### src/rtl/labo_settings.svh
// --------------------
// board-wide settings for the video lab core
// video timing is shrunk so a whole frame simulates in a few hundred cycles
// include wherever one of the macros below is used
// --------------------
`ifndef LABO_SETTINGS_SVH
`define LABO_SETTINGS_SVH

// --------------------
// horizontal timing, in pixel clocks
`define H_ACTIVE	32
`define H_FRONT		4
`define H_SYNC		4
`define H_BACK		8
`define H_TOTAL		(`H_ACTIVE + `H_FRONT + `H_SYNC + `H_BACK)	// 48 clocks per line

// --------------------
// vertical timing, in lines
`define V_ACTIVE	8
`define V_FRONT		1
`define V_SYNC		2
`define V_BACK		2
`define V_TOTAL		(`V_ACTIVE + `V_FRONT + `V_SYNC + `V_BACK)	// 13 lines per frame

// sync polarity, both positive
`define HS_ACTIVE	1'b1
`define VS_ACTIVE	1'b1

// --------------------
// bus map
`define IO_GPIO_BASE	8'h10	// gpio at 10h-11h
`define RAM_ADDR_BITS	10		// 1 KB work ram

`endif
### src/rtl/labo_pkg.sv
// --------------------
// shared types of the video lab core
// bus cycle, read return and video stream structs plus the fsm enums
// --------------------
`include "labo_settings.svh"

package labo_pkg;

	// plain vectors with a meaning
	typedef logic [15:0]					cpu_addr_t;		// z80 address bus
	typedef logic [7:0]						cpu_data_t;		// z80 data bus
	typedef logic [`RAM_ADDR_BITS-1:0]		ram_addr_t;		// work ram word address
	typedef logic [7:0]						color_t;		// one colour channel
	typedef logic [10:0]					coord_x_t;		// horizontal counter
	typedef logic [9:0]						coord_y_t;		// vertical line counter

	// --------------------
	// one bus cycle as the master drives it, strobes active low
	typedef struct packed {
		logic		mreq_n;
		logic		iorq_n;
		logic		rd_n;
		logic		wr_n;
		cpu_addr_t	addr;
		cpu_data_t	wdata;
	} bus_req_t;

	// registered read answer of a peripheral
	typedef struct packed {
		cpu_data_t	data;
		logic		en;		// one pulse per read edge
	} rd_return_t;

	// --------------------
	// timing of the current pixel
	typedef struct packed {
		logic		hs;
		logic		vs;
		logic		de;
		coord_x_t	x;
		coord_y_t	y;
	} video_pos_t;

	// pixel stream at the board output
	typedef struct packed {
		logic		hs;
		logic		vs;
		logic		de;
		color_t		r;
		color_t		g;
		color_t		b;
	} video_out_t;

	typedef enum logic [1:0] {ACTIVE, FRONT, SYNC, BACK} h_phase_t;

	typedef enum logic [1:0] {
		SOLID	= 2'd0,
		BARS	= 2'd1,
		CHECKER	= 2'd2,
		BLANK	= 2'd3
	} pattern_mode_t;

endpackage

### src/rtl/cpu_bus_decoder.sv
// --------------------
// z80 bus decoder and data return register
// turns mreq/iorq and the address into peripheral selects, then
// muxes the peripheral read answers onto one registered read bus
// --------------------
`timescale 1ns/10ps
`include "labo_settings.svh"

module cpu_bus_decoder (
	input							clk_pixel,
	input							ff_reset_n,
	input	labo_pkg::bus_req_t		bus,
	input	labo_pkg::rd_return_t	ram_ret,
	input	labo_pkg::rd_return_t	gpio_ret,
	output	logic					ram_sel,
	output	logic					io_sel,
	output	labo_pkg::cpu_data_t	rdata
);
	import labo_pkg::*;

	localparam cpu_data_t	io_base		= `IO_GPIO_BASE;
	localparam logic [1:0]	ram_window	= 2'b11;		// C000h-FFFFh

	cpu_data_t	ff_rdata;		// data bus return

	// --------------------
	// address decode
	// --------------------
	// memory side, the top quarter of the map is ram
	assign ram_sel	= !bus.mreq_n && ( bus.addr[15:14] == ram_window );

	// i/o side only looks at the low byte, two registers per block
	assign io_sel	= !bus.iorq_n && ( bus.addr[7:1] == io_base[7:1] );

	// --------------------
	// read data register
	// --------------------
	always_ff @( posedge clk_pixel ) begin
		if( !ff_reset_n ) begin
			ff_rdata <= 8'hFF;
		end
		else if( ram_ret.en ) begin
			ff_rdata <= ram_ret.data;			// ram wins
		end
		else if( gpio_ret.en ) begin
			ff_rdata <= gpio_ret.data;
		end
		else if( bus.rd_n ) begin
			ff_rdata <= 8'hFF;					// idle bus floats high
		end
		else begin
			ff_rdata <= ff_rdata;				// read in flight, hold
		end
	end

	// unmapped reads get no en pulse and hold what the register had
	assign rdata	= ff_rdata;

endmodule

### config.mk
export PLATFORM = sky130hd
export DESIGN_NAME = cpu_bus_decoder
export DESIGN_NICKNAME = d
export VERILOG_FILES = /design/src/rtl/labo_pkg.sv /design/src/rtl/cpu_bus_decoder.sv
export VERILOG_INCLUDE_DIRS = /design/src /design/src/rtl
export SDC_FILE = /design/constraint.sdc
export NUM_CORES = 1
export LEC_CHECK = 0
export BUFFER_PORTS_ARGS = -buffer_cell sky130_fd_sc_hd__buf_2
export CAP_MARGIN = 20
export CORE_UTILIZATION = 34
export DETAILED_ROUTE_END_ITERATION = 12
export PLACE_DENSITY = 0.85
export SLEW_MARGIN = 20
export SYNTH_ARGS = -nofsm -noshare
export SYNTH_HDL_FRONTEND = slang
export SYNTH_SLANG_ARGS = --single-unit
### constraint.sdc
create_clock -name clk_pixel -period 2.8 [get_ports clk_pixel]
set_input_delay 0.56 -clock clk_pixel [delete_from_list [all_inputs] [get_ports clk_pixel]]
set_output_delay 0.56 -clock clk_pixel [all_outputs]
set_load 0.005 [all_outputs]
==> flow_metrics.py <==
metrics = {
    "run_status": {
        "outcome": "finished, final reports clean",
    },
    "power_and_ir_drop": {
        "internal-power_uw": 206,
        "switchingPower_uw": 65.1,
        "switching_share_pct": 24.0,
        "leakage_nw": 0.315,
        "pwr_density_cell_nw_per_um2": 386,
        "peakVddDrop_uv": 194,
        "pwr-share-clk_pct": 31.3,
        "comb_power_share_pct": 22.2,
        "pwr-share-seq_pct": 46.5,
    },
    "timing": {
        "final.min_clock_period_ps": 1750,
        "final_max_slew_viol_count": 0,
        "setup_violations": 0,
        "hold_viol_final": 0,
        "setup_tns_ps": 0,
        "finalCritPeriodShare_pct": 62.7,
        "relSlewSlack_pct": 55.9,
        "worstMarginPinSlew_ps": 656,
        "skew_ps": 0,
        "timing.hold.ws_ps": 564,
        "rsz0062_at_grt": "false",
        "setup_ws_ps": 1050,
        "max_freq_mhz": 570,
    },
    "detailed_routing": {
        "num_vias": 550,
        "wire_per_inst_um": 11.2,
        "ant_nets": 0,
        "wirelength_um": 1180,
        "drt_iter0_drc": 1,
        "viasPerCell": 5.24,
        "remaining_drc_errors": 0,
        "drt-pass1-iter-count": 2,
    },
    "global_route": {
        "grt_overflow_total": 0,
        "antenna_found_initial": 0,
        "grt_max_degree": 26,
        "grt_pass1_vias": 441,
        "grt_pass1_wl_um": 1770,
        "grt_use_total_pct": 16.9,
    },
    "yosys": {
        "syn_inst": 49,
        "synth_fa_ha_area_share_pct": 0,
        "yosys.area_share.simple_pct": 43.3,
        "syn_area_per_cell_sq_um": 9.86,
        "synth.distinct_cells": 16,
        "ys_ff_latch": 8,
        "ys_warn_count": 0,
        "synth_mux_area_share_pct": 2.07,
        "synth_area_sq_um": 483,
        "synth_top_family_by_area": "simple AND/OR/NAND/NOR gates",
        "seq_area_frac_synth_pct": 33.2,
        "synth_nets": 97,
        "synth_xor_xnor_area_share_pct": 0,
        "synth_compound_area_share_pct": 15.8,
    },
    "clock_tree": {
        "htreeDepth": 1,
        "insertion_delay_ps": 250,
        "cts-root-buf": "clkbuf_4",
        "tritoncts": "yes",
        "cts.sinks": 8,
        "cts_resized": 0,
        "cts_buffers": 3,
        "postCtsSetupRepairBufs": 0,
        "clockBufferDepth": 2,
        "path_clk_slew_ps": 50,
        "cts_hold_buf": 0,
    },
    "placement": {
        "place_worst_setup_slack_ps": 962,
        "gp_congestion": 0.701,
        "hpwlAfterDp_um": 858,
        "numPortBuffers": 41,
    },
    "setup_path": {
        "crit_arrival_ps": 1190,
        "end_kind": "output pin",
        "reg2reg_depth": 2,
        "worst_ep_required_time_ps": 2240,
        "ff2ff_setup_slack_ps": 1810,
        "path_class": "primary input to output pin",
        "cp_max_fo": 1,
        "startpoint_type": "primary input",
    },
    "floorplanning": {
        "rows": 13,
        "die_w_um": 39.7,
        "core_area_sq_um": 1320,
        "die_h_um": 39.7,
        "initial_core_util_pct": 36.7,
        "die-area_sq_um": 1580,
        "io_pins": 58,
    },
    "job": {
        "drv_cap": 0,
    },
    "finish": {
        "regArea_sq_um": 160,
        "area_growth_pct": 45.3,
        "drive_above_1_share_pct": 48.9,
        "nets": 140,
        "most-common-layout-cells": "41 x buf_2, 8 x or4b_1, 8 x dfxtp_1",
        "final_common_cell": "buf_2",
        "diodes": 0,
        "multiInputGateArea_sq_um": 295,
        "nFillCells": 132,
        "largest_reg_flops": 8,
    },
    "min_path": {
        "whs_path_depth": 3,
        "hp-class": "primary input to register",
    },
}
[layer usage]
metal,up-vias,global-route usage [%],wire [um]
met5,-,0,0
met4,0,7.76,0
met3,0,4.55,119
met2,31,26.2,488
met1,237,21.4,571
li1,282,-,-
[layout make-up]
| class | count | area share, % |
|---|---|---|
| Tap cell | 15 | 2.67 |
| Sequential cell | 8 | 22.8 |
| Multi-Input combinational cell | 38 | 42.1 |
| Timing Repair Buffer | 41 | 29.2 |
| Clock buffer | 3 | 3.21 |
[cell families after synthesis]
| logic type | after synthesis |
|---|---|
| simple gates | 28 |
| compound gates | 9 |
| buf+inv | 3 |
| flops | 8 |
| mux | 1 |
[synth_stat cells (all sizes together)]
| library cell | number | share of area (%) |
|---|---|---|
| nor3 | 1 | 1.0 |
| mux2i | 1 | 2.1 |
| or4b | 8 | 17 |
| nor2b | 7 | 9.1 |
| and4b | 1 | 2.1 |
| nor3b | 7 | 11 |
| a21boi | 1 | 1.6 |
| dfxtp | 8 | 33 |
| o311ai | 7 | 13 |
| nor2 | 2 | 1.6 |
| nand2 | 1 | 0.78 |
| o211ai | 1 | 1.6 |
| nor4 | 1 | 1.3 |
| buf | 3 | 5.7 |
[through the flow]
step                      power, mW  cell area (sq um)  std cells  utilization [%]
after global placement        0.187                679        102             51.6
after detailed placement      0.189                679        102             51.6
final                         0.271                702        105             53.3
after CTS                     0.277                702        105             53.3
after floorplan               0.155                483         49                -
after global routing          0.291                702        105             53.3
[path summary, 6_finish.rpt]
kind              startpoint        to
setup reg to reg    rdata[5]  rdata[5]
hold reg to reg     rdata[3]  rdata[3]
setup / recovery     bus[14]    io_sel
hold / removal    ram_ret[4]  rdata[3]
[power by group through the flow]
stage               Clock [mW]  Combinational, mW  Sequential, mW
floorplan                    0             0.0260           0.129
global placement             0             0.0588           0.128
detailed placement           0             0.0609           0.128
CTS                     0.0903             0.0611           0.126
global route            0.0971             0.0676           0.127
finish                  0.0848             0.0602           0.126
[critical path, stage by stage]
cell and delay (ps):
buf_2 100, nor4_1 230, and4b_1 210, buf_2 100
(Power assumes the default switching activity.)
