===== src/rtl/labo_settings.svh =====
// --------------------
// board-wide settings for the video lab core
// video timing is shrunk so a whole frame simulates in a few hundred cycles
// include wherever one of the macros below is used
// --------------------
`ifndef LABO_SETTINGS_SVH
`define LABO_SETTINGS_SVH

// --------------------
// horizontal timing, in pixel clocks
`define H_ACTIVE	32
`define H_FRONT		4
`define H_SYNC		4
`define H_BACK		8
`define H_TOTAL		(`H_ACTIVE + `H_FRONT + `H_SYNC + `H_BACK)	// 48 clocks per line

// --------------------
// vertical timing, in lines
`define V_ACTIVE	8
`define V_FRONT		1
`define V_SYNC		2
`define V_BACK		2
`define V_TOTAL		(`V_ACTIVE + `V_FRONT + `V_SYNC + `V_BACK)	// 13 lines per frame

// sync polarity, both positive
`define HS_ACTIVE	1'b1
`define VS_ACTIVE	1'b1

// --------------------
// bus map
`define IO_GPIO_BASE	8'h10	// gpio at 10h-11h
`define RAM_ADDR_BITS	10		// 1 KB work ram

`endif

===== src/rtl/labo_pkg.sv =====
// --------------------
// shared types of the video lab core
// bus cycle, read return and video stream structs plus the fsm enums
// --------------------
`include "labo_settings.svh"

package labo_pkg;

	// plain vectors with a meaning
	typedef logic [15:0]					cpu_addr_t;		// z80 address bus
	typedef logic [7:0]						cpu_data_t;		// z80 data bus
	typedef logic [`RAM_ADDR_BITS-1:0]		ram_addr_t;		// work ram word address
	typedef logic [7:0]						color_t;		// one colour channel
	typedef logic [10:0]					coord_x_t;		// horizontal counter
	typedef logic [9:0]						coord_y_t;		// vertical line counter

	// --------------------
	// one bus cycle as the master drives it, strobes active low
	typedef struct packed {
		logic		mreq_n;
		logic		iorq_n;
		logic		rd_n;
		logic		wr_n;
		cpu_addr_t	addr;
		cpu_data_t	wdata;
	} bus_req_t;

	// registered read answer of a peripheral
	typedef struct packed {
		cpu_data_t	data;
		logic		en;		// one pulse per read edge
	} rd_return_t;

	// --------------------
	// timing of the current pixel
	typedef struct packed {
		logic		hs;
		logic		vs;
		logic		de;
		coord_x_t	x;
		coord_y_t	y;
	} video_pos_t;

	// pixel stream at the board output
	typedef struct packed {
		logic		hs;
		logic		vs;
		logic		de;
		color_t		r;
		color_t		g;
		color_t		b;
	} video_out_t;

	typedef enum logic [1:0] {ACTIVE, FRONT, SYNC, BACK} h_phase_t;

	typedef enum logic [1:0] {
		SOLID	= 2'd0,
		BARS	= 2'd1,
		CHECKER	= 2'd2,
		BLANK	= 2'd3
	} pattern_mode_t;

endpackage


===== src/rtl/video_pattern.sv =====
// --------------------
// test pattern drawer
// picks solid, colour bars, checker or blank per pixel and registers
// the colour together with the sync bits, one clock behind pos
// --------------------
`timescale 1ns/10ps

module video_pattern (
	input								clk_pixel,
	input								ff_reset_n,
	input	labo_pkg::video_pos_t		pos,
	input	labo_pkg::pattern_mode_t	mode,
	input	labo_pkg::cpu_data_t		color,		// rgb332
	output	labo_pkg::video_out_t		video
);
	import labo_pkg::*;

	color_t		w_r;
	color_t		w_g;
	color_t		w_b;
	logic [2:0]	w_bar;			// bar index, 4 pixels wide
	logic		w_check;
	video_out_t	ff_video;

	assign w_bar	= pos.x[4:2];
	assign w_check	= pos.x[2] ^ pos.y[1];

	// --------------------
	// pixel colour
	// --------------------
	always_comb begin
		w_r	= '0;
		w_g	= '0;
		w_b	= '0;
		if( pos.de ) begin				// black outside the active area
			case( mode )
				SOLID: begin
					// rgb332 widened by bit replication
					w_r	= { color[7:5], color[7:5], color[7:6] };
					w_g	= { color[4:2], color[4:2], color[4:3] };
					w_b	= { 4{ color[1:0] } };
				end
				BARS: begin
					w_r	= { 8{ w_bar[2] } };
					w_g	= { 8{ w_bar[1] } };
					w_b	= { 8{ w_bar[0] } };
				end
				CHECKER: begin
					w_r	= { 8{ w_check } };	// white or black
					w_g	= { 8{ w_check } };
					w_b	= { 8{ w_check } };
				end
				default: begin
					// blank, stays black
				end
			endcase
		end
	end

	// sync and colour leave on the same edge
	always_ff @( posedge clk_pixel ) begin
		if( !ff_reset_n ) begin
			ff_video	<= '0;
		end
		else begin
			ff_video	<= '{ hs: pos.hs, vs: pos.vs, de: pos.de, r: w_r, g: w_g, b: w_b };
		end
	end

	assign video	= ff_video;

endmodule


===== config.mk =====
export PLATFORM = sky130hd
export DESIGN_NAME = video_pattern
export DESIGN_NICKNAME = d
export VERILOG_FILES = /design/src/rtl/labo_pkg.sv /design/src/rtl/video_pattern.sv
export VERILOG_INCLUDE_DIRS = /design/src /design/src/rtl
export SDC_FILE = /design/constraint.sdc
export NUM_CORES = 1
export LEC_CHECK = 0
export BUFFER_PORTS_ARGS = -buffer_cell sky130_fd_sc_hd__buf_4
export CORE_MARGIN = 1.5
export CORE_UTILIZATION = 34
export CTS_BUF_LIST = sky130_fd_sc_hd__clkbuf_4
export DETAILED_ROUTE_END_ITERATION = 7
export GPL_ROUTABILITY_DRIVEN = 0
export HOLD_SLACK_MARGIN = 0.15
export MAX_ROUTING_LAYER = met4
export PLACE_DENSITY = 0.81
export SETUP_SLACK_MARGIN = 0.05
export SLEW_MARGIN = 30
export SYNTH_ARGS = -nofsm -noshare
export SYNTH_HDL_FRONTEND = slang
export SYNTH_SLANG_ARGS = --single-unit

===== constraint.sdc =====
create_clock -name clk_pixel -period 0.8 [get_ports clk_pixel]
set_input_delay 0 -clock clk_pixel [delete_from_list [all_inputs] [get_ports clk_pixel]]
set_output_delay 0 -clock clk_pixel [all_outputs]
set_load 0.03 [all_outputs]

==> impl_metrics.env, run 1 <==
export IMPL_status="completed"
export IMPL_cts_buffers=3
export IMPL_cpMaxStageDelayCell="dfxtp_4"
export IMPL_die_x_um=43.1
export IMPL_synth_commonest_cells="buf_4 (16), dfxtp_1 (11), mux2i_1 (8), o22ai_1 (8), and2_1 (3)"
export IMPL_finalInstanceArea_um2=1030
export IMPL_syn_area_um2=548
export IMPL_synth_area_leaders="dfxtp_1 (40%), buf_4 (22%), mux2i_1 (15%), o22ai_1 (9.1%), nand4b_4 (4.3%)"
export IMPL_period_minus_slack_ns=0.782
export IMPL_setup_viol=0
export IMPL_grt_pass1_vias=518
export IMPL_postRouteWirelength_mm=1.53
export IMPL_io_pin_count=63
export IMPL_synth_top_cell_area_share_pct=40.2
export IMPL_place_area_um2=774
export IMPL_worstSetupPathType="flip-flop to primary output"
export IMPL_drt_iter0_drc=6
export IMPL_clk_path_buf_depth=2
export IMPL_antenna_found_initial=0
export IMPL_hold_viol=0
export IMPL_synthMuxAreaShare_pct=14.6
export IMPL_grt_max_degree=10
export IMPL_p_leak_nw=0.525
export IMPL_syn_area_per_cell_um2=11.0
export IMPL_ys_warn_count=0
export IMPL_holdPathStages=3
export IMPL_required_ns=0.80
export IMPL_vias=517
export IMPL_synth_edf_count=0
export IMPL_period_share_pct=97.7
export IMPL_grt_total_usage_pct=18.5
export IMPL_maxCapViolations=0
export IMPL_layout_setup_ws_ns=0.0180
export IMPL_die_area_um2=1860
export IMPL_hold_path_class="primary input to flip-flop"
export IMPL_synthArstFlopShare_pct=0
export IMPL_drtPass1Iterations=4
export IMPL_pwr_density_cell_nw_per_um2=1470
export IMPL_std_cell_rows=14
export IMPL_syn_inst=50
export IMPL_ys_ff_latch=11
export IMPL_wl_per_cell_um=14.3
export IMPL_fillers=102
export IMPL_holdPathEnd="video[22]"
export IMPL_core_area_um2=1510
export IMPL_worstPathArrival_ns=0.78
export IMPL_synth_most_common_cell="buf_4"
export IMPL_max_freq_mhz=1280
export IMPL_ys_types=9
export IMPL_critPathLaunch="video[12]"
export IMPL_synth_seq_area_share_pct=40.2
export IMPL_max_stage_delay_ns=0.38
export IMPL_min_delay_start="color[6]"
export IMPL_drive_gt1_share_pct=68.1
export IMPL_critPathLaunchType="flip-flop"
export IMPL_grt_overflow_total=0
export IMPL_slew_violations=0
export IMPL_final_seq_area_um2=246
export IMPL_drc=0
export IMPL_endpoint_kind="primary output"
export IMPL_worst_slew_pin_slew_ns=0.413
export IMPL_vdd_drop_max_uv=766
export IMPL_synth_xor_area_share_pct=2.97
export IMPL_synth_simple_area_share_pct=9.13
export IMPL_post_cts_buffers=0
export IMPL_grt_pass1_wl_mm=2.42
export IMPL_crit_buf_inv=1
export IMPL_max_slew_margin_pct=72.3
export IMPL_synth_top_family_by_area="buffers and inverters"
export IMPL_path_delay_family="flip-flops"
export IMPL_synthesis_nets=86
export IMPL_place_ws_ns=0.0654
export IMPL_cp_max_fo=3
export IMPL_root_buffer="clkbuf_4"
export IMPL_yosys_area_share_adder_pct=0
export IMPL_multiInputGateArea_um2=196
export IMPL_synthFlopType="dfxtp_1"
export IMPL_crit_chain="buf_6"
export IMPL_largest_reg_flops=11
export IMPL_rsz0062_at_grt="yes"
export IMPL_nets=128
export IMPL_die_h_um=43.1
export IMPL_synth_area_leader_cell="dfxtp_1"
export IMPL_clk_pin_slew_ns=0.08
export IMPL_initial_core_util_pct=36.4
export IMPL_cts_sinks=11
export IMPL_dp_hpwl_um=935
export IMPL_vias_per_cell=4.83
export IMPL_cts_max_level=1
export IMPL_syn_to_final_growth_pct=87.9
export IMPL_cts_tree="done"
export IMPL_portBuffers=45
export IMPL_drtAntennaViolNets=0
export IMPL_synth_compound_area_share_pct=9.13
export IMPL_num_antenna_cells=0
-- placed cells by master, fill, tap and decap left out --
cell type       netlist  routed
buf_6                 1      27
dfxtp_4               0       5
dlygate4sd3_1         0       6
nand3b_1              1       1
nand4b_4              1       1
dfxtp_2               0       6
o22ai_1               8       8
clkbuf_4              0       4
and2_1                3       3
buf_4                16      18
xnor2_2               1       1
dlymetal6s4s_1        0       3
mux2i_1               8       8
-- final cells by class --
cell class	instances	share of cell area [%]
tap	16	1.94
clock buffer	4	2.92
timing repair buffer	54	52.1
multi-input combinational	22	19.1
sequential	11	23.9
-- through the flow --
step                      util [%]  TNS (ns)  hold slack (ns)  instances  total power [mW]
after floorplan                  -         0            0.122         50             0.870
after global placement        51.4         0            0.209         94             0.998
after detailed placement      51.4         0            0.212         94              1.01
after CTS                     66.6         0          -0.0162        107              1.49
after global routing          68.4   -0.0579           0.0219        107              1.57
final                         68.4         0           0.0147        107              1.52
-- worst max path at each step --
| stage | slack, ns | to | cells past startpoint |
|---|---|---|---|
| detailed placement | 0.07 | video[22] | 3 |
| CTS | 0.02 | video[0] | 1 |
| finish | 0.02 | video[15] | 1 |
| global placement | 0.10 | video[22] | 3 |
| global route | -0.009 | video[2] | 1 |
| floorplan | 0.06 | video[2] | 1 |
-- per-layer routing --
layer | routed length, um | up-vias | share of wire, % | global-route usage, %
met3 | 73 | 2 | 4.8 | 2.98
met4 | 17 | 0 | 1.1 | 9.09
li1 | - | 248 | - | -
met2 | 927 | 26 | 61 | 35.5
met5 | 0 | - | 0 | -
met1 | 514 | 241 | 34 | 17.3
-- power by group --
part / switching (mW) / internal, mW
registers: 0.0301 / 0.570
clock network: 0.204 / 0.227
logic: 0.235 / 0.250
-- kinds of logic after synthesis --
logic type,after synthesis
buf+inv,17
simple gates,5
flops,11
mux,8
compound gates,8
xor+xnor,1
-- what timing repair did --
action	in CTS	in global routing
endpoints found under the setup margin	25	31
hold buffers	9	1
cloned	0	0
resized for setup	35	11
endpoints found under the hold margin	11	10
pin swaps	0	0
Power figures use the tool's default switching activity.
==> run 2: changes to the inputs <==
ABC_AREA = 1   (was default)
BUFFER_PORTS_ARGS = -buffer_cell sky130_fd_sc_hd__buf_2   (was -buffer_cell sky130_fd_sc_hd__buf_4)
CORE_UTILIZATION = 36   (was 34)
PLACE_DENSITY = 0.85   (was 0.81)
clock period = 1 ns   (was 0.8 ns; I/O delays follow)
==> run 2 against run 1 <==
Compared with the run above: die area down 4.2%; clock power down 25%; global-route usage down 3.5 points; non-clock buffer count up 4; first-iteration DRC count up 50%; sequential power down 22%; final area down 13%; sequential cell count unchanged.
==> impl_metrics.env, run 2 <==
export IMPL_status="completed"
export IMPL_wl_per_cell_um=9.96
export IMPL_clk_path_buf_depth=2
export IMPL_std_cell_rows=13
export IMPL_die_x_um=42.2
export IMPL_synth_most_common_cell="nand2_1"
export IMPL_grt_pass1_wl_mm=1.93
export IMPL_syn_area_um2=554
export IMPL_holdPathStages=6
export IMPL_drt_iter0_drc=9
export IMPL_portBuffers=45
export IMPL_synth_seq_area_share_pct=39.7
export IMPL_grt_max_degree=10
export IMPL_ys_warn_count=0
export IMPL_grt_overflow_total=0
export IMPL_drc=0
export IMPL_synth_top_cell_area_share_pct=39.7
export IMPL_pwr_density_cell_nw_per_um2=1230
export IMPL_synth_edf_count=0
export IMPL_min_delay_start="mode[1]"
export IMPL_root_buffer="clkbuf_4"
export IMPL_dp_hpwl_um=881
export IMPL_die_h_um=42.2
export IMPL_synth_area_leaders="dfxtp_1 (40%), buf_4 (22%), nand2_1 (14%), nand3_1 (9.9%), inv_1 (8.1%)"
export IMPL_drtPass1Iterations=4
export IMPL_mostFrequentLayoutCells="buf_2 (44), nand2_1 (20), dlygate4sd3_1 (13)"
export IMPL_cp_max_fo=3
export IMPL_final_common_cell="buf_2"
export IMPL_rsz0062_at_grt="no"
export IMPL_largest_reg_flops=11
export IMPL_syn_to_final_growth_pct=61.6
export IMPL_cts_sinks=11
export IMPL_place_area_um2=678
export IMPL_syn_inst=76
export IMPL_worstSetupPathType="primary input to flip-flop"
export IMPL_die_area_um2=1780
export IMPL_synthFlopType="dfxtp_1"
export IMPL_synth_commonest_cells="nand2_1 (21), buf_4 (16), inv_1 (12)"
export IMPL_nets=159
export IMPL_antenna_found_initial=0
export IMPL_vias_per_cell=4.42
export IMPL_ys_ff_latch=11
export IMPL_grt_total_usage_pct=15.0
export IMPL_core_area_um2=1370
export IMPL_finalInstanceArea_um2=896
export IMPL_critPathLaunchType="primary input"
export IMPL_io_pin_count=63
export IMPL_vias=605
export IMPL_postRouteWirelength_mm=1.36
export IMPL_hold_path_class="primary input to flip-flop"
export IMPL_cts_max_level=1
export IMPL_initial_core_util_pct=40.6
export IMPL_period_share_pct=83.1
export IMPL_cts_buffers=3
export IMPL_synthesis_nets=112
export IMPL_fillers=114
export IMPL_whs_ns=0.186
export IMPL_grt_pass1_vias=480
export IMPL_num_antenna_cells=0
export IMPL_drtAntennaViolNets=0
export IMPL_endpoint_kind="flip-flop"
export IMPL_holdPathEnd="video[21]"
export IMPL_synthArstFlopShare_pct=0
export IMPL_period_minus_slack_ns=0.831
export IMPL_ys_types=9
export IMPL_drive_gt1_share_pct=50.8
export IMPL_post_cts_buffers=0
export IMPL_slew_violations=0
export IMPL_vdd_drop_max_uv=462
export IMPL_required_ns=1.17
export IMPL_setup_viol=0
export IMPL_worst_slew_pin_slew_ns=0.307
export IMPL_max_slew_margin_pct=79.5
export IMPL_cts_tree="done"
export IMPL_hold_viol=0
export IMPL_setup_tns_final_ns=0
export IMPL_max_freq_mhz=1200
export IMPL_syn_area_per_cell_um2=7.29
export IMPL_p_leak_nw=0.611
export IMPL_worstPathArrival_ns=1.00
export IMPL_maxCapViolations=0
export IMPL_clk_pin_slew_ns=0.07
export IMPL_synth_area_leader_cell="dfxtp_1"
run 2: worst max-delay path by stage:
| stage | startpoint | endpoint | slack (ns) | depth (start not counted) |
|---|---|---|---|---|
| floorplan | video[6] | video[2] | 0.26 | 1 |
| global placement | mode[0] | video[22] | 0.31 | 6 |
| detailed placement | mode[0] | video[6] | 0.27 | 6 |
| CTS | pos[12] | video[14] | 0.06 | 8 |
| global route | video[6] | video[2] | 0.12 | 1 |
| finish | pos[14] | video[22] | 0.17 | 6 |
run 2: final cells by class:
cell class | count | area [um2] | area share, %
Timing Repair Buffer | 58 | 363 | 40.5
Sequential cell | 11 | 220 | 24.6
Multi-Input combinational cell | 35 | 206 | 23.0
Inverter | 14 | 57.6 | 6.42
Clock buffer | 4 | 30.0 | 3.35
Tap cell | 15 | 18.8 | 2.09
run 2: cell families after synthesis:
family,after synthesis,synth area share [%]
AND/OR/NAND/NOR,35,28.2
buffers and inverters,30,32.1
flip-flops,11,39.7
run 2: where the power goes:
group	internal (mW)	leakage, nW	total, mW	switching, mW
Clock	0.182	0.0184	0.322	0.141
Sequential	0.458	0.0903	0.467	0.00847
Combinational	0.123	0.502	0.314	0.191
Total	0.763	0.611	1.10	0.341
run 2: metal layers:
layer	part of all wire [%]	vias to the layer above	track usage, %
met5	0	-	-
li1	-	302	-
met2	47	38	24.6
met1	41	260	15.3
met3	8.7	5	2.59
met4	3.7	0	13.1
run 2: timing repair:
action | in CTS | in global routing
endpoints found under the hold margin | 11 | 0
resized for setup | 0 | 11
hold buffers | 14 | 0
setup endpoints to repair | 0 | 8
run 2: worst max-delay path, stage by stage:
cell	delay [ns]
dlygate4sd3_1	0.53
buf_2	0.12
nand3_1	0.16
nand3_2	0.10
nand2_1	0.06
inv_1	0.04
run 2: metrics by stage:
step	power (mW)	setup WS, ns	utilization (%)	cells
CTS	1.08	0.0606	62.1	138
floorplan	0.672	0.261	-	76
detailed placement	0.728	0.273	49.6	120
global route	1.16	0.121	65.6	137
finish	1.10	0.169	65.6	137
global placement	0.723	0.312	49.6	120
