<file path="config.mk">
export PLATFORM = sky130hd
export DESIGN_NAME = io_gpio
export DESIGN_NICKNAME = d
export VERILOG_FILES = /design/src/rtl/labo_pkg.sv /design/src/rtl/io_gpio.sv
export VERILOG_INCLUDE_DIRS = /design/src /design/src/rtl
export SDC_FILE = /design/constraint.sdc
export NUM_CORES = 1
export LEC_CHECK = 0
export ABC_AREA = 1
export BUFFER_PORTS_ARGS = -buffer_cell sky130_fd_sc_hd__buf_2
export CAP_MARGIN = 10
export CORE_ASPECT_RATIO = 0.9
export CORE_UTILIZATION = 44
export DETAILED_ROUTE_END_ITERATION = 10
export GPL_TIMING_DRIVEN = 0
export PLACE_DENSITY = 0.77
export SLEW_MARGIN = 20
export SYNTH_ARGS = -nofsm -noshare
export SYNTH_HDL_FRONTEND = slang
export SYNTH_SLANG_ARGS = --single-unit
export TNS_END_PERCENT = 30
</file>
<file path="constraint.sdc">
create_clock -name clk_pixel -period 0.9 [get_ports clk_pixel]
set_input_delay 0.09 -clock clk_pixel [delete_from_list [all_inputs] [get_ports clk_pixel]]
set_output_delay 0.09 -clock clk_pixel [all_outputs]
set_load 0.005 [all_outputs]
</file>
<file path="src/rtl/labo_settings.svh">
// --------------------
// board-wide settings for the video lab core
// video timing is shrunk so a whole frame simulates in a few hundred cycles
// include wherever one of the macros below is used
// --------------------
`ifndef LABO_SETTINGS_SVH
`define LABO_SETTINGS_SVH

// --------------------
// horizontal timing, in pixel clocks
`define H_ACTIVE	32
`define H_FRONT		4
`define H_SYNC		4
`define H_BACK		8
`define H_TOTAL		(`H_ACTIVE + `H_FRONT + `H_SYNC + `H_BACK)	// 48 clocks per line

// --------------------
// vertical timing, in lines
`define V_ACTIVE	8
`define V_FRONT		1
`define V_SYNC		2
`define V_BACK		2
`define V_TOTAL		(`V_ACTIVE + `V_FRONT + `V_SYNC + `V_BACK)	// 13 lines per frame

// sync polarity, both positive
`define HS_ACTIVE	1'b1
`define VS_ACTIVE	1'b1

// --------------------
// bus map
`define IO_GPIO_BASE	8'h10	// gpio at 10h-11h
`define RAM_ADDR_BITS	10		// 1 KB work ram

`endif
</file>
<file path="src/rtl/labo_pkg.sv">
// --------------------
// shared types of the video lab core
// bus cycle, read return and video stream structs plus the fsm enums
// --------------------
`include "labo_settings.svh"

package labo_pkg;

	// plain vectors with a meaning
	typedef logic [15:0]					cpu_addr_t;		// z80 address bus
	typedef logic [7:0]						cpu_data_t;		// z80 data bus
	typedef logic [`RAM_ADDR_BITS-1:0]		ram_addr_t;		// work ram word address
	typedef logic [7:0]						color_t;		// one colour channel
	typedef logic [10:0]					coord_x_t;		// horizontal counter
	typedef logic [9:0]						coord_y_t;		// vertical line counter

	// --------------------
	// one bus cycle as the master drives it, strobes active low
	typedef struct packed {
		logic		mreq_n;
		logic		iorq_n;
		logic		rd_n;
		logic		wr_n;
		cpu_addr_t	addr;
		cpu_data_t	wdata;
	} bus_req_t;

	// registered read answer of a peripheral
	typedef struct packed {
		cpu_data_t	data;
		logic		en;		// one pulse per read edge
	} rd_return_t;

	// --------------------
	// timing of the current pixel
	typedef struct packed {
		logic		hs;
		logic		vs;
		logic		de;
		coord_x_t	x;
		coord_y_t	y;
	} video_pos_t;

	// pixel stream at the board output
	typedef struct packed {
		logic		hs;
		logic		vs;
		logic		de;
		color_t		r;
		color_t		g;
		color_t		b;
	} video_out_t;

	typedef enum logic [1:0] {ACTIVE, FRONT, SYNC, BACK} h_phase_t;

	typedef enum logic [1:0] {
		SOLID	= 2'd0,
		BARS	= 2'd1,
		CHECKER	= 2'd2,
		BLANK	= 2'd3
	} pattern_mode_t;

endpackage

</file>
<file path="src/rtl/io_gpio.sv">
// --------------------
// i/o mapped gpio block
// reg 0 reads the input port and writes the output port,
// reg 1 is the rgb332 colour register, read and write
// --------------------
`timescale 1ns/10ps

module io_gpio (
	input							clk_pixel,
	input							ff_reset_n,
	input							sel,			// decoded by the bus decoder
	input							reg_sel,		// addr[0]
	input							rd_n,
	input							wr_n,
	input	labo_pkg::cpu_data_t	wdata,
	input	labo_pkg::cpu_data_t	gpi,
	output	labo_pkg::rd_return_t	ret,
	output	labo_pkg::cpu_data_t	gpo,
	output	labo_pkg::cpu_data_t	color
);
	import labo_pkg::*;

	cpu_data_t	ff_gpo;
	cpu_data_t	ff_color;			// rgb332
	cpu_data_t	ff_rd_data;
	logic		ff_rd_en;

	// --------------------
	// write side
	// --------------------
	always_ff @( posedge clk_pixel ) begin
		if( !ff_reset_n ) begin
			ff_gpo		<= '0;
			ff_color	<= '0;
		end
		else if( sel && !wr_n ) begin
			if( reg_sel ) begin
				ff_color	<= wdata;
			end
			else begin
				ff_gpo		<= wdata;
			end
		end
	end

	// --------------------
	// read side
	// --------------------
	always_ff @( posedge clk_pixel ) begin
		if( !ff_reset_n ) begin
			ff_rd_en	<= 1'b0;
		end
		else begin
			ff_rd_en	<= sel && !rd_n;		// pulses every edge of the read
		end
	end

	// read data mux, follows reg_sel every edge
	always_ff @( posedge clk_pixel ) begin
		ff_rd_data	<= reg_sel ? ff_color : gpi;
	end

	assign ret.data	= ff_rd_data;
	assign ret.en	= ff_rd_en;
	assign gpo		= ff_gpo;
	assign color	= ff_color;

endmodule

</file>
==> metrics.md, run 1 <==
| Metric | Value |
|---|---|
| Crit path buf inv count | `1` |
| Syn Inst Count | `133` |
| CTS tree | `yes` |
| Boundary Pins | `47` |
| Fin Setup TNS | `0 ns` |
| Die X | `51.6 um` |
| Die height | `46.6 um` |
| Remaining DRCs | `0` |
| Clock Sinks | `25` |
| RD Place Congestion | `0.745` |
| Antenna viol nets, final | `0` |
| Worst slew pin tran | `0.320 ns` |
| Hpwl dp | `1640 um` |
| Reg-to-Reg End | `ff_rd_data[1]$_DFF_P_` |
| Layout overhead on the synthesized area | `41.3%` |
| Top-area cell type share of the netlist area | `51.4%` |
| Syn. warnings | `0` |
| Pwr Density | `1470 mW/mm2` |
| Met1 Routed Length | `974 um` |
| Number of global-route vias before repair | `827` |
| Hold path cells | `3` |
| GRT Overall Usage | `19.6%` |
| Finished Cell Area | `0.00138 mm2` |
| Hold Crit Endpoint | `color[0]$_SDFFE_PN0P_` |
| Ant. Diodes | `0` |
| Max Buffers Root-to-Sink | `2` |
| Worst Min Path Start | `wdata[0]` |
| Sw Ratio | `25.0%` |
| Lkg Pwr | `0.779 nW` |
| Synth Register Bits | `25` |
| Fin crit share | `97.1%` |
| Largest area contributor in the netlist | `dfxtp_1` |
| Grt ovf | `0` |
| Cell Area, Placed | `0.00123 mm2` |
| Metal2 WL | `1040 um` |
| Nets | `215` |
| Slew HR | `78.7%` |
| Max frequency | `1140 MHz` |
| Pwr Total | `2.02 mW` |
| Sw Pwr | `505 uW` |
| Sequential share of power | `59.3%` |
| Clock Pin Slew Worst Setup and Hold Paths | `0.13 ns` |
| Sequential area share after synthesis | `51.4%` |
| Synthesized area | `973 um2` |
| Combinational cell fraction of total power | `16.1%` |
| Via density | `4.30` |
| Largest net degree at the start of global routing | `14` |
| R2R depth | `2` |
| Clock Skews | `0.00474 ns` |
| Tmin final | `0.874 ns` |
| Final setup viols | `0` |
| Largest delay share family, worst path | `flip-flops` |
| P_int | `1.52 mW` |
| Core Area | `0.00199 mm2` |
| Starting Density | `48.9%` |
| Required @ worst endpoint | `0.81 ns` |
| Max incr delay on CP | `0.36 ns` |
| DR top layer | `met4` |
| CP arrival | `0.78 ns` |
| Syn_area_per_cell | `7.32 um2` |
| Share of cells above drive strength 1 | `33.9%` |
| Wirelength per Cell | `10.0 um` |
| Top cells by area, synth | `dfxtp_1 51%, nand2_1 15%, nor2_1 13%` |
| Critical path startpoint category | `flop` |
| Most common library cells after synthesis | `39 x nand2_1, 33 x nor2_1, 25 x dfxtp_1` |
| CP Capture Type | `output pin` |
| Fill count | `180` |
| Final wirelength | `2180 um` |
| Drt pass-1 iters | `3` |
| Metal3 WL | `116 um` |
| Root Driver | `clkbuf_4` |
| Site row count | `15` |
| Number of port buffers | `45` |
| RSZ-0062 raised after global routing | `no` |
| Worst R2R Start | `color[1]$_SDFFE_PN0P_` |
| Initial antenna violation count | `0` |
| R2R Setup Slk | `0.21 ns` |
| Run status | `completed` |
| H-tree depth | `1` |
| Worst-Skew Late Latency | `0.32 ns` |
| Via count of the routed design | `933` |
| Total CTS buffers | `3` |
| Max VDD drop | `0.935 mV` |
| Total of max-cap violations | `0` |
| Clock share of power | `24.5%` |
| CP cell instances | `buf_2` |
| Share of synthesized registers carrying an async set or reset | `0%` |
| Critical path's slowest cell | `dfxtp_1` |
| Most used DFF post-synth | `dfxtp_1` |
| Syn Nets | `155` |
| Most common cell in the netlist | `nand2_1` |
| Synth cell types | `13` |
| First DRT Iteration DRCs | `16` |
| Hold Vio Cnt, Final | `0` |
| Final Max Slew Viols | `0` |
| Post-synth EDFFs | `0` |
| Hold WS | `0.00814 ns` |
| CP Class | `flop to output pin` |
| Critical Path Fanout Max | `2` |
| Total die area | `0.00240 mm2` |
| Hold Path Class | `input pin to flop` |
| First-pass GRT wire length | `3350 um` |
## power by group through the flow
stage / Combinational, mW / Clock (mW) / Sequential [mW]
floorplan: 0.138 / 0 / 1.23
global placement: 0.279 / 0 / 1.22
detailed placement: 0.289 / 0 / 1.22
CTS: 0.327 / 0.516 / 1.20
global route: 0.368 / 0.537 / 1.21
finish: 0.326 / 0.496 / 1.20
## worst max-delay path by stage
stage	startpoint	to	slack (ns)	cells past startpoint
after floorplan	wr_n	color[0]$_SDFFE_PN0P_	0.19	5
after global placement	reg_sel	gpo[0]$_SDFFE_PN0P_	0.01	6
after detailed placement	wr_n	color[1]$_SDFFE_PN0P_	-0.05	6
after CTS	color[4]$_SDFFE_PN0P_	color[4]	0.005	1
after global routing	gpo[3]$_SDFFE_PN0P_	gpo[3]	0.003	1
final	gpo[3]$_SDFFE_PN0P_	gpo[3]	0.03	1
## kinds of logic after synthesis
logic type             Yosys count  synth area share, %
AOI/OAI and AO/OA                8                 4.11
buffers and inverters           24                 12.6
DFF                             25                 51.4
and+or+nand+nor                 76                 31.9
## metal layers
| metal | vias up | GRT usage, % |
|---|---|---|
| li1 | 510 | - |
| met1 | 389 | 22.2 |
| met2 | 29 | 34.8 |
| met3 | 5 | 3.63 |
| met4 | 0 | 11.4 |
| met5 | - | 0 |
## registers in the layout (all words and copies together), names as in the netlist
signal,count
ff_rd_en,1
ff_rd_data,8
gpo,8
color,8
## per-stage QoR
stage | setup slack (ns) | std cells | utilization [%]
after detailed placement | -0.0537 | 203 | 61.8
after global placement | 0.0140 | 203 | 61.8
after CTS | 0.00487 | 217 | 68.6
final | 0.0264 | 217 | 69.1
after floorplan | 0.187 | 133 | -
after global routing | 0.00273 | 217 | 69.1
## layout make-up
class	instances	area (um2)	area share (%)
Sequential cell	25	510	37.1
Multi-Input combinational cell	84	350	25.5
Timing Repair Buffer	56	342	24.8
Inverter	18	67.6	4.91
Buffer	5	47.5	3.46
Tap cell	25	31.3	2.27
Clock buffer	4	26.3	1.91
## what timing repair did
| item | CTS | global route |
|---|---|---|
| hold buffers | 11 | 0 |
| gates resized for setup | 1 | 8 |
| gates cloned | 0 | 0 |
| endpoints found under the hold margin | 11 | 0 |
| buffers inserted | 0 | 0 |
| endpoints found under the setup margin | 1 | 8 |
## layout by cell type, fill, tap and decap left out, drive strengths merged
master	netlist	layout
buf	4	48
nand2	41	41
nor2	33	33
dfxtp	25	25
inv	18	18
dlygate4sd3	0	11
o21ai	8	8
clkbuf	2	6
nand3	2	2
No activity file was read; power rests on OpenSTA's default activity.
==> run 2: changes to the inputs <==
PLACE_DENSITY = unset   (was 0.77)
PLACE_DENSITY_LB_ADDON = 0.2   (was unset)
==> run 2 against run 1 <==
Effect of this change:
- final cell count fell by 0.46%
- maximum frequency rose by 1.2%
- clock power fell by 1%
- worst setup slack improved by 0.010 ns
- critical path depth did not move
- critical endpoint is now color[1]
- final area rose by 0.18%
- largest power group unchanged
- clock-buffer cell count did not move
- clock skew fell by 0.0029 ns
- die area did not move
- power fell by 0.30%
- critical path type unchanged
==> metrics.md, run 2 (synthesized netlist as in run 1, its figures left out) <==
| Metric | Value |
|---|---|
| Critical path startpoint category | `flop` |
| Placed cells | `203 (unchanged)` |
| Grt ovf | `0 (unchanged)` |
| Root Driver | `clkbuf_4` |
| Via density | `4.42 (+2.7%)` |
| Total CTS buffers | `3 (unchanged)` |
| Required @ worst endpoint | `0.81 ns (about the same)` |
| Cell Area, Placed | `0.00123 mm2 (unchanged)` |
| Setup slack at placement | `-0.0390 ns (+0.0146 ns)` |
| R2R depth | `4 (+2)` |
| Hpwl dp | `1560 um (-4.6%)` |
| Commonest non-fill, non-tap cell in the layout | `buf_2` |
| Ant. Diodes | `0 (unchanged)` |
| Drt pass-1 iters | `4 (+1)` |
| Metal2 WL | `1080 um (+4.2%)` |
| Multi-input logic area | `350 um2 (unchanged)` |
| RD Place Congestion | `0.737 (-1.1%)` |
| Run status | `completed` |
| CP Capture Type | `output pin` |
| Setup crit start | `color[1]$_SDFFE_PN0P_` |
| Hold WS | `0.0144 ns (+0.00630 ns)` |
| Hold Path Class | `input pin to flop` |
| Worst-Skew Late Latency | `0.31 ns (about the same)` |
| Max frequency | `1160 MHz (+1.2%)` |
| Critical Path Fanout Max | `2 (unchanged)` |
| Pwr Density | `1460 mW/mm2 (-0.48%)` |
| Site row count | `15 (unchanged)` |
| H-tree depth | `1 (unchanged)` |
| Clock Sinks | `25 (unchanged)` |
| Share of cells above drive strength 1 | `36.6% (+2.8 points)` |
| Initial antenna violation count | `0 (unchanged)` |
| Core Area | `0.00199 mm2 (unchanged)` |
| Largest delay share family, worst path | `flip-flops` |
| Boundary Pins | `47 (unchanged)` |
| Metal3 WL | `122 um (+5.2%)` |
| First-pass GRT wire length | `3240 um (-3.3%)` |
| Crit path capture | `color[1]` |
| Via count of the routed design | `954 (+2.3%)` |
| Fill count | `181 (+0.56%)` |
| Max Buffers Root-to-Sink | `2 (unchanged)` |
| CP cell instances | `buf_2` |
| Number of global-route vias before repair | `819 (-0.97%)` |
| Max incr delay on CP | `0.35 ns (about the same)` |
| Finished Cell Area | `0.00138 mm2 (+0.18%)` |
| Commonest non-fill, non-tap cells in the layout | `43 x buf_2, 39 x nand2_1, 33 x nor2_1, 17 x inv_1, 13 x dfxtp_2` |
| Clock Skews | `0.00180 ns (-0.00294 ns)` |
| Pwr Total | `2.01 mW (-0.30%)` |
| DR top layer | `met4` |
| Worst R2R Start | `color[3]$_SDFFE_PN0P_` |
| Starting Density | `48.9% (unchanged)` |
| Non-filler cells, final | `216 (-0.46%)` |
| Clock Pin Slew Worst Setup and Hold Paths | `0.13 ns (about the same)` |
| R2R Setup Slk | `0.25 ns (+0.04 ns)` |
| Largest net degree at the start of global routing | `14 (unchanged)` |
| Antenna viol nets, final | `0 (unchanged)` |
| First DRT Iteration DRCs | `13 (-3)` |
| Crit path buf inv count | `1 (unchanged)` |
| Fin crit share | `95.9% (-1.1 points)` |
| Die height | `46.6 um (unchanged)` |
| Total of max-cap violations | `0 (unchanged)` |
| Wirelength per Cell | `10.1 um (+0.28%)` |
| Nets | `214 (-0.47%)` |
| Reg-to-Reg End | `color[3]$_SDFFE_PN0P_` |
| Tmin final | `0.863 ns (-0.0102 ns)` |
| Final Max Slew Viols | `0 (unchanged)` |
| Die X | `51.6 um (unchanged)` |
| CTS tree | `yes` |
| Max VDD drop | `1.27 mV (+36%)` |
| GRT Overall Usage | `19.0% (-0.56 points)` |
| Worst slew pin tran | `0.287 ns (-0.0326 ns)` |
| Hold Vio Cnt, Final | `0 (unchanged)` |
| Hold path cells | `3 (unchanged)` |
| Critical path's slowest cell | `dfxtp_1` |
| FF+latch area | `517 um2 (+1.2%)` |
| Layout overhead on the synthesized area | `41.5%` |
| Number of port buffers | `45 (unchanged)` |
| Met1 Routed Length | `933 um (-4.2%)` |
| Total stage count of the critical path | `1 (unchanged)` |
| CP arrival | `0.77 ns (about the same)` |
| Final setup viols | `0 (unchanged)` |
| Total die area | `0.00240 mm2 (unchanged)` |
| Final wirelength | `2170 um (-0.18%)` |
| Lkg Pwr | `0.778 nW (-0.16%)` |
| Slew HR | `80.9% (+2.2 points)` |
| CP Class | `flop to output pin` |
| Worst setup slack after layout | `0.0366 ns (+0.0102 ns)` |
| Remaining DRCs | `0 (unchanged)` |
## run 2: cell types whose count changed in the layout (fill, tap and decap cells not counted), sizes merged
cell and change:
dlygate4sd3 -1
## run 2: timing repair
item,4_1_cts,5_1_grt
endpoints found under the setup margin,1,13
hold buffers,10,0
setup buffers,0,0
hold endpoints to repair,10,0
resized for setup,1,14
## run 2: power breakdown
| group | internal [mW] | total (mW) | switching, mW |
|---|---|---|---|
| registers | 1.18 | 1.20 | 0.0232 |
| logic | 0.166 | 0.324 | 0.158 |
| clock network | 0.173 | 0.489 | 0.316 |
## run 2: worst min path at each step
| stage | start | end | slack, ns |
|---|---|---|---|
| floorplan | rd_n | ff_rd_en$_SDFF_PN0_ | 0.16 |
| global placement | rd_n | ff_rd_en$_SDFF_PN0_ | 0.25 |
| detailed placement | rd_n | ff_rd_en$_SDFF_PN0_ | 0.26 |
| CTS | wdata[7] | color[7]$_SDFFE_PN0P_ | 0.004 |
| global route | wdata[7] | color[7]$_SDFFE_PN0P_ | 0.0002 |
| finish | wdata[5] | color[5]$_SDFFE_PN0P_ | 0.01 |
## run 2: tightest hold or removal path, cell delays in order
cell    delay [ns]
buf_2         0.09
nor2_1        0.04
nor2_1        0.08
## run 2: per-stage QoR
stage | util (%) | setup TNS (ns)
after floorplan | - | 0
final | 69.2 | 0
after global placement | 61.8 | 0
after global routing | 69.2 | -0.000826
after detailed placement | 61.8 | -0.180
after CTS | 68.1 | 0
## run 2: layer usage
metal	vias up	GRT usage, %
li1	506	-
met1	408	20.2
met2	36	34.5
met3	4	6.93
met4	0	7.57
met5	-	0
## run 2: cell type report
class	instances	share of cell area, %
inverter	18	4.90
tap	25	2.27
buffer	5	3.45
timing repair buffer	55	24.5
sequential	25	37.5
multi-input combinational	84	25.4
clock buffer	4	1.91
